<file path="config.mk">
export PLATFORM = sky130hd
export DESIGN_NAME = nfcDataOutTop
export DESIGN_NICKNAME = d
export VERILOG_FILES = /design/src/rtl/nfcDataOutPkg.sv /design/src/rtl/dataOutSequencer.sv /design/src/rtl/transferTracker.sv /design/src/rtl/nandPinDriver.sv /design/src/rtl/nfcDataOutTop.sv
export SDC_FILE = /design/constraint.sdc
export NUM_CORES = 1
export LEC_CHECK = 0
export ABC_CLOCK_PERIOD_IN_PS = 3290
export BUFFER_PORTS_ARGS = -buffer_cell sky130_fd_sc_hd__buf_2
export CAP_MARGIN = 20
export CORE_MARGIN = 2
export CORE_UTILIZATION = 50
export CTS_CLUSTER_DIAMETER = 40
export DETAILED_ROUTE_END_ITERATION = 8
export PLACE_DENSITY = 0.83
export SLEW_MARGIN = 20
export SYNTH_ARGS = -nofsm -noshare
export SYNTH_HDL_FRONTEND = slang
export SYNTH_SLANG_ARGS = --single-unit
</file>
<file path="constraint.sdc">
create_clock -name iSystemClock -period 3.29 [get_ports iSystemClock]
set_clock_uncertainty 0.1 [all_clocks]
set_input_delay 0.1645 -clock iSystemClock [delete_from_list [all_inputs] [get_ports iSystemClock]]
set_output_delay 0.1645 -clock iSystemClock [all_outputs]
set_load 0.1 [all_outputs]
</file>
<file path="src/rtl/nfcDataOutPkg.sv">
package nfcDataOutPkg;

    // channel geometry
    localparam int NumberOfWays   = 4;
    localparam int BeatWidth      = 16;
    localparam int ByteCountWidth = 16;
    localparam int BytesPerBeat   = 2;
    localparam int StrobeWidth    = 2;

    // timing in system clock cycles
    localparam int TdqssCycles       = 3;
    localparam int PostambleCycles   = 6;
    localparam int OutputDelayStages = 2; // stages after the DQ launch register

    // wide enough for the longer of the two waits
    localparam int TimerWidth = $clog2(PostambleCycles);

    typedef logic [NumberOfWays-1:0]   wayMaskT;
    typedef logic [ByteCountWidth-1:0] byteCountT;
    typedef logic [BeatWidth-1:0]      beatT;

    typedef struct packed {
        wayMaskT   targetWay;
        byteCountT numOfData;
    } dataOutCmdT;

    typedef struct packed {
        logic [2*NumberOfWays-1:0] chipEnable;  // way mask on both CE banks
        logic                      writeEnable;
        logic                      latchEnable; // shared ALE/CLE drive
    } nandCtrlPinsT;

    typedef struct packed {
        beatT                   dq;
        logic [StrobeWidth-1:0] dqStrobe;
    } dqBusT;

    typedef enum logic [2:0] {
        Idle,
        Latch,
        Setup,     // tDQSS wait
        WaitBeat,
        Arm,       // one cycle with write-ready low before streaming
        Stream,
        Postamble
    } seqStateT;

endpackage

</file>
<file path="src/rtl/dataOutSequencer.sv">
`timescale 1ns/1ps

module dataOutSequencer (
    input  logic                     iSystemClock,
    input  logic                     iReset,
    input  logic                     iStart,
    input  logic                     iWriteValid,
    input  nfcDataOutPkg::beatT      iWriteData,
    input  logic                     iAllBytesSent,
    output logic                     oReady,
    output logic                     oLastStep,
    output logic                     oWriteReady,
    output logic                     oLatchCommand,
    output logic                     oBeatAccepted,
    output nfcDataOutPkg::seqStateT  oState,
    output nfcDataOutPkg::dqBusT     oLaunch
);

    nfcDataOutPkg::seqStateT state;
    nfcDataOutPkg::seqStateT nextState;

    logic [nfcDataOutPkg::TimerWidth-1:0] timer;
    logic [nfcDataOutPkg::TimerWidth-1:0] timerLimit;
    logic                                 timerDone;

    logic readyQ;
    logic lastStepQ;

    // one timer serves both the tDQSS and the postamble wait
    always_comb begin
        if (state == nfcDataOutPkg::Setup) begin
            timerLimit = nfcDataOutPkg::TimerWidth'(nfcDataOutPkg::TdqssCycles - 1);
        end else begin
            timerLimit = nfcDataOutPkg::TimerWidth'(nfcDataOutPkg::PostambleCycles - 1);
        end
    end

    assign timerDone = (timer == timerLimit);

    always_comb begin
        nextState = state;
        case (state)
            nfcDataOutPkg::Idle: begin
                if (iStart && readyQ) begin
                    nextState = nfcDataOutPkg::Latch;
                end
            end
            nfcDataOutPkg::Latch: begin
                nextState = nfcDataOutPkg::Setup;
            end
            nfcDataOutPkg::Setup: begin
                if (timerDone) begin
                    nextState = nfcDataOutPkg::WaitBeat;
                end
            end
            nfcDataOutPkg::WaitBeat: begin
                if (iWriteValid) begin
                    nextState = nfcDataOutPkg::Arm;
                end
            end
            nfcDataOutPkg::Arm: begin
                nextState = nfcDataOutPkg::Stream;
            end
            nfcDataOutPkg::Stream: begin
                if (iAllBytesSent) begin
                    nextState = nfcDataOutPkg::Postamble;
                end else if (!iWriteValid) begin
                    nextState = nfcDataOutPkg::WaitBeat; // source stalled
                end
            end
            nfcDataOutPkg::Postamble: begin
                if (timerDone) begin
                    nextState = nfcDataOutPkg::Idle;
                end
            end
            default: begin
                nextState = nfcDataOutPkg::Idle;
            end
        endcase
    end

    always_ff @(posedge iSystemClock or posedge iReset) begin
        if (iReset) begin
            state <= nfcDataOutPkg::Idle;
        end else begin
            state <= nextState;
        end
    end

    always_ff @(posedge iSystemClock or posedge iReset) begin
        if (iReset) begin
            timer <= '0;
        end else if (state != nextState) begin
            timer <= '0;
        end else if (state == nfcDataOutPkg::Setup || state == nfcDataOutPkg::Postamble) begin
            timer <= timer + 1'b1;
        end
    end

    // ready only after a full idle cycle, so the pins have settled to idle
    always_ff @(posedge iSystemClock or posedge iReset) begin
        if (iReset) begin
            readyQ    <= 1'b0;
            lastStepQ <= 1'b0;
        end else begin
            readyQ    <= (state == nfcDataOutPkg::Idle) && (nextState == nfcDataOutPkg::Idle);
            lastStepQ <= (state == nfcDataOutPkg::Postamble) && timerDone;
        end
    end

    // stop pulling beats as soon as the count is complete
    assign oWriteReady   = (state == nfcDataOutPkg::Stream) && !iAllBytesSent;
    assign oBeatAccepted = oWriteReady && iWriteValid;

    // command is captured on the edge into Latch
    assign oLatchCommand = (state == nfcDataOutPkg::Idle) && (nextState == nfcDataOutPkg::Latch);

    always_comb begin
        oLaunch = '0;
        if (oBeatAccepted) begin
            oLaunch.dq       = iWriteData;
            oLaunch.dqStrobe = '1;
        end
    end

    assign oReady    = readyQ;
    assign oLastStep = lastStepQ;
    assign oState    = state;

endmodule

</file>
<file path="src/rtl/transferTracker.sv">
`timescale 1ns/1ps

module transferTracker (
    input  logic                      iSystemClock,
    input  logic                      iReset,
    input  nfcDataOutPkg::dataOutCmdT iCommand,
    input  logic                      iLatchCommand,
    input  logic                      iBeatAccepted,
    output nfcDataOutPkg::wayMaskT    oTargetWay,
    output logic                      oAllBytesSent
);

    nfcDataOutPkg::dataOutCmdT command;
    nfcDataOutPkg::byteCountT  byteCount;

    always_ff @(posedge iSystemClock or posedge iReset) begin
        if (iReset) begin
            command <= '0;
        end else if (iLatchCommand) begin
            command <= iCommand;
        end
    end

    // bytes handed to the DQ path so far
    always_ff @(posedge iSystemClock or posedge iReset) begin
        if (iReset) begin
            byteCount <= '0;
        end else if (iLatchCommand) begin
            byteCount <= '0;
        end else if (iBeatAccepted) begin
            byteCount <= byteCount
                + nfcDataOutPkg::ByteCountWidth'(nfcDataOutPkg::BytesPerBeat);
        end
    end

    assign oAllBytesSent = (byteCount == command.numOfData);
    assign oTargetWay    = command.targetWay;

endmodule

</file>
<file path="src/rtl/nandPinDriver.sv">
`timescale 1ns/1ps

module nandPinDriver (
    input  logic                        iSystemClock,
    input  logic                        iReset,
    input  nfcDataOutPkg::seqStateT     iState,
    input  nfcDataOutPkg::wayMaskT      iTargetWay,
    input  nfcDataOutPkg::dqBusT        iLaunch,
    output nfcDataOutPkg::nandCtrlPinsT oCtrlPins,
    output nfcDataOutPkg::dqBusT        oDqBus
);

    nfcDataOutPkg::nandCtrlPinsT ctrlNext;
    nfcDataOutPkg::nandCtrlPinsT ctrlQ;

    nfcDataOutPkg::dqBusT launchQ;
    nfcDataOutPkg::dqBusT delayQ [nfcDataOutPkg::OutputDelayStages];

    always_comb begin
        ctrlNext = '0;

        // WE spans Latch through Postamble
        ctrlNext.writeEnable = (iState != nfcDataOutPkg::Idle);

        if (iState inside {nfcDataOutPkg::Setup, nfcDataOutPkg::WaitBeat,
                           nfcDataOutPkg::Arm, nfcDataOutPkg::Stream,
                           nfcDataOutPkg::Postamble}) begin
            ctrlNext.chipEnable = {iTargetWay, iTargetWay};
        end

        ctrlNext.latchEnable = |iLaunch.dqStrobe; // follows the data launch
    end

    always_ff @(posedge iSystemClock or posedge iReset) begin
        if (iReset) begin
            ctrlQ <= '0;
        end else begin
            ctrlQ <= ctrlNext;
        end
    end

    // launch register then the output delay line
    always_ff @(posedge iSystemClock or posedge iReset) begin
        if (iReset) begin
            launchQ <= '0;
            for (int i = 0; i < nfcDataOutPkg::OutputDelayStages; i++) begin
                delayQ[i] <= '0;
            end
        end else begin
            launchQ   <= iLaunch;
            delayQ[0] <= launchQ;
            for (int i = 1; i < nfcDataOutPkg::OutputDelayStages; i++) begin
                delayQ[i] <= delayQ[i-1];
            end
        end
    end

    assign oCtrlPins = ctrlQ;
    assign oDqBus    = delayQ[nfcDataOutPkg::OutputDelayStages-1];

endmodule

</file>
<file path="src/rtl/nfcDataOutTop.sv">
`timescale 1ns/1ps

module nfcDataOutTop (
    input  logic                        iSystemClock,
    input  logic                        iReset,
    input  logic                        iStart,
    input  nfcDataOutPkg::dataOutCmdT   iCommand,
    output logic                        oReady,
    output logic                        oLastStep,
    input  nfcDataOutPkg::beatT         iWriteData,
    input  logic                        iWriteValid,
    output logic                        oWriteReady,
    output nfcDataOutPkg::nandCtrlPinsT oCtrlPins,
    output nfcDataOutPkg::dqBusT        oDqBus
);

    logic                    latchCommand;
    logic                    beatAccepted;
    logic                    allBytesSent;
    nfcDataOutPkg::wayMaskT  targetWay;
    nfcDataOutPkg::seqStateT seqState;
    nfcDataOutPkg::dqBusT    launch;

    dataOutSequencer dataOutSequencer_i (
        .iSystemClock  (iSystemClock),
        .iReset        (iReset),
        .iStart        (iStart),
        .iWriteValid   (iWriteValid),
        .iWriteData    (iWriteData),
        .iAllBytesSent (allBytesSent),
        .oReady        (oReady),
        .oLastStep     (oLastStep),
        .oWriteReady   (oWriteReady),
        .oLatchCommand (latchCommand),
        .oBeatAccepted (beatAccepted),
        .oState        (seqState),
        .oLaunch       (launch)
    );

    transferTracker transferTracker_i (
        .iSystemClock  (iSystemClock),
        .iReset        (iReset),
        .iCommand      (iCommand),
        .iLatchCommand (latchCommand),
        .iBeatAccepted (beatAccepted),
        .oTargetWay    (targetWay),
        .oAllBytesSent (allBytesSent)
    );

    nandPinDriver nandPinDriver_i (
        .iSystemClock (iSystemClock),
        .iReset       (iReset),
        .iState       (seqState),
        .iTargetWay   (targetWay),
        .iLaunch      (launch),
        .oCtrlPins    (oCtrlPins),
        .oDqBus       (oDqBus)
    );

endmodule

</file>
==> flow_summary.toml <==
[power]
p_sw_mw = 1.85
clkPwrFrac_pct = 17.7
p_int_mw = 2.21
combPwrFrac_pct = 39.3
netSwitchingFraction_pct = 45.6
p_leak_nw = 2.59
power.density_mw_per_mm2 = 828
seqPwrFrac_pct = 43.0
ir_worst_vdd_v = 0.000834

[synth]
ys.warnings.count = 0
synth_edf_count = 0
yosys_register_bits = 99
yosysUniqueCellTypes = 47
syn_area_per_cell_um2 = 11.0
yosysMostFrequentCell = "dfrtp_1"
synth_top_area_cell = "dfrtp_1"
synth_common_cells = "dfrtp_1, nand2_1, buf_4, and3_1, xor2_1"
syn_area_mm2 = 0.00408
syn_nets = 412
synth.top_cell.area_share_pct = 60.7
seq_area_frac_synth_pct = 60.7
ys_top_cells_by_area = "dfrtp_1, nand2_1, buf_4, xor2_1, and3_1"
async_flop_share_pct = 100
syn_inst = 370
synthFlopType = "dfrtp_1"

[clocking]
clkLatencyLatePin_ps = 370
cts_max_level = 3
cts_setup_buffers = 0
cts_tree = "built"
clockRootBuffer = "clkbuf_8"
cts_sinks = 99
cts_buffer_depth = 2
cts_made_buffers = 9
clkTransAtPathRegs_ps = 100

[timing]
tns_ps = 0
whs_ps = 92.1
clock.fmax_ghz = 0.403
setup_slack_ps = 808
grt_setup_unrepaired = "no"
final_max_slew_viol_count = 0
finalCritPeriodShare_pct = 75.4
worst_pin_slew_ps = 705
period_needed_ps = 2480
finalSetupViolCount = 0
finalHoldViolations = 0
relSlewSlack_pct = 53.0

[job]
cap_violations = 0

[critical_path]
cp_slowest_cell = "dfrtp_1"
critPathMaxFanout = 21
start_kind = "register"
r2r_slack_ps = 960
cp-end-kind = "primary output"
path_cells = "xor2_1, nor4_1, nand4_1, buf_4, and3_1, buf_2"
critPathRequiredTime_ps = 3030
arrival_ps = 2220
crit_type = "reg -> out"
max_stage_delay_ps = 480
rr_worst_depth = 5

[placement]
gp_congestion = 0.839
port_buffers = 70
post-place-ws_ps = 861
hpwlAfterDp_um = 5240
dp.cells = 509
postPlaceCellArea_mm2 = 0.00434

[outcome]
status = "completed"

[worst_hold_path]
hp-class = "in -> reg"
holdPathStages = 4

[floorplanning]
fp-row-count = 32
io_pins = 71
dieArea_mm2 = 0.00890
start_util_pct = 52.2
core_mm2 = 0.00781
die_w_um = 94.3
chipHeight_um = 94.3

[route]
vias = 2913
wl_per_cell_um = 14.3
ant_nets = 0
viasPerCell = 5.18
drt_iter0_markers = 153
dr.pass1.iters = 4
drc_errors = 0
totalWireLength_um = 8020

[layout]
nets = 497
design_area_mm2 = 0.00490
drive_above_1_share_pct = 22.0
diodes = 0
stdcell_count = 562
area_growth_syn_to_layout_pct = 20.1

[global_route]
grt_pass1_wl_um = 13700
grt_max_degree = 41
antenna_found_initial = 0
grt_overflow = 0
grt_pass1_vias = 2856
grt.total_usage_pct = 20.2
[critical path: cells and delay by family, from the launching register on]
kind / cells / cell delay (ps)
and+or+nand+nor: 3 / 680
buffers and inverters: 2 / 510
DFF: 1 / 480
xor gates and xnor gates: 1 / 180
[final cells by class]
class | count | area [um2]
fill | 606 | 2910
sequential | 99 | 2480
multi-input combinational | 231 | 1340
timing repair buffer | 112 | 758
tap | 102 | 128
clock buffer | 9 | 124
clock inverter | 7 | 60.1
inverter | 2 | 10.0
[power by group through the flow]
stage | Combinational [mW] | Sequential [mW] | Clock [mW]
global route | 1.71 | 1.78 | 0.797
CTS | 1.59 | 1.74 | 0.738
global placement | 1.52 | 1.74 | 0
finish | 1.60 | 1.74 | 0.718
detailed placement | 1.55 | 1.76 | 0
floorplan | 1.24 | 1.89 | 0
[through the flow]
| step | power (mW) | util, % |
|---|---|---|
| after floorplan | 3.13 | - |
| after global placement | 3.27 | 55.6 |
| after detailed placement | 3.31 | 55.6 |
| after CTS | 4.07 | 62.7 |
| after global routing | 4.29 | 62.7 |
| final | 4.06 | 62.7 |
[registers in the layout, summed over array words and instances, names as in the netlist]
name and count:
nandPinDriver_i.delayQ 17, nandPinDriver_i.launchQ 17, nandPinDriver_i.oDqBus 17, transferTracker_i.command 16, transferTracker_i.byteCount 15, nandPinDriver_i.oCtrlPins 5, transferTracker_i.oTargetWay 4, dataOutSequencer_i.oState 3
dataOutSequencer_i.timer 3, dataOutSequencer_i.oLastStep 1, dataOutSequencer_i.oReady 1
[cell families after synthesis]
| logic type | synth area share, % |
|---|---|
| multiplexers | 1.23 |
| AO/OA/AOI/OAI | 6.14 |
| flip-flops | 60.7 |
| buffers and inverters | 6.47 |
| AND/OR/NAND/NOR | 21.2 |
| adder cells (fa/ha/maj) | 0.613 |
| XOR/XNOR | 3.65 |
[timing repair]
| action | 4_1_cts | 5_1_grt |
|---|---|---|
| hold buffers | 37 | 0 |
| resized for setup | 0 | 0 |
| hold endpoints to repair | 74 | 0 |
[worst paths after layout]
| kind | startpoint | end |
|---|---|---|
| worst max-delay path | transferTracker_i.byteCount[3] | oWriteReady |
| worst min-delay path | iWriteValid | dataOutSequencer_i.oState[1] |
| worst max register to register | transferTracker_i.byteCount[3] | transferTracker_i.byteCount[2] |
| worst min register to register | nandPinDriver_i.launchQ[9] | nandPinDriver_i.delayQ[27] |
| max in group asynchronous | iReset | nandPinDriver_i.oDqBus[13] |
| min in group asynchronous | iReset | nandPinDriver_i.oDqBus[15] |
[routing by layer]
layer	share of wire [%]	up-vias	track usage [%]
met5	0	-	0
met4	1.8	0	8.70
met3	6.7	14	4.01
met2	49	125	32.6
met1	42	1373	26.7
li1	-	1401	-
[cells in the final DEF, fill, tap and decap left out, types with 2 or more instances in the layout]
| cell type | count |
|---|---|
| nor3_1 | 3 |
| and2_1 | 5 |
| nor3_2 | 2 |
| or3_1 | 7 |
| and2b_1 | 2 |
| o21ai_0 | 11 |
| buf_2 | 70 |
| nand4_1 | 6 |
| nor4_1 | 3 |
| clkinvlp_4 | 2 |
| nor2b_1 | 2 |
| clkbuf_8 | 9 |
| ha_1 | 2 |
| nand2_2 | 2 |
| xor2_1 | 16 |
| and4_1 | 2 |
| a211o_1 | 3 |
| and3_1 | 20 |
| mux2i_1 | 5 |
| buf_4 | 5 |
| nor2_1 | 7 |
| nand2_1 | 82 |
| a21oi_1 | 12 |
| nand2b_1 | 3 |
| inv_8 | 2 |
| dlygate4sd3_1 | 37 |
| or4_1 | 4 |
| nand3_1 | 10 |
| o31ai_1 | 4 |
| dfrtp_1 | 99 |
(Power assumes the default switching activity.)
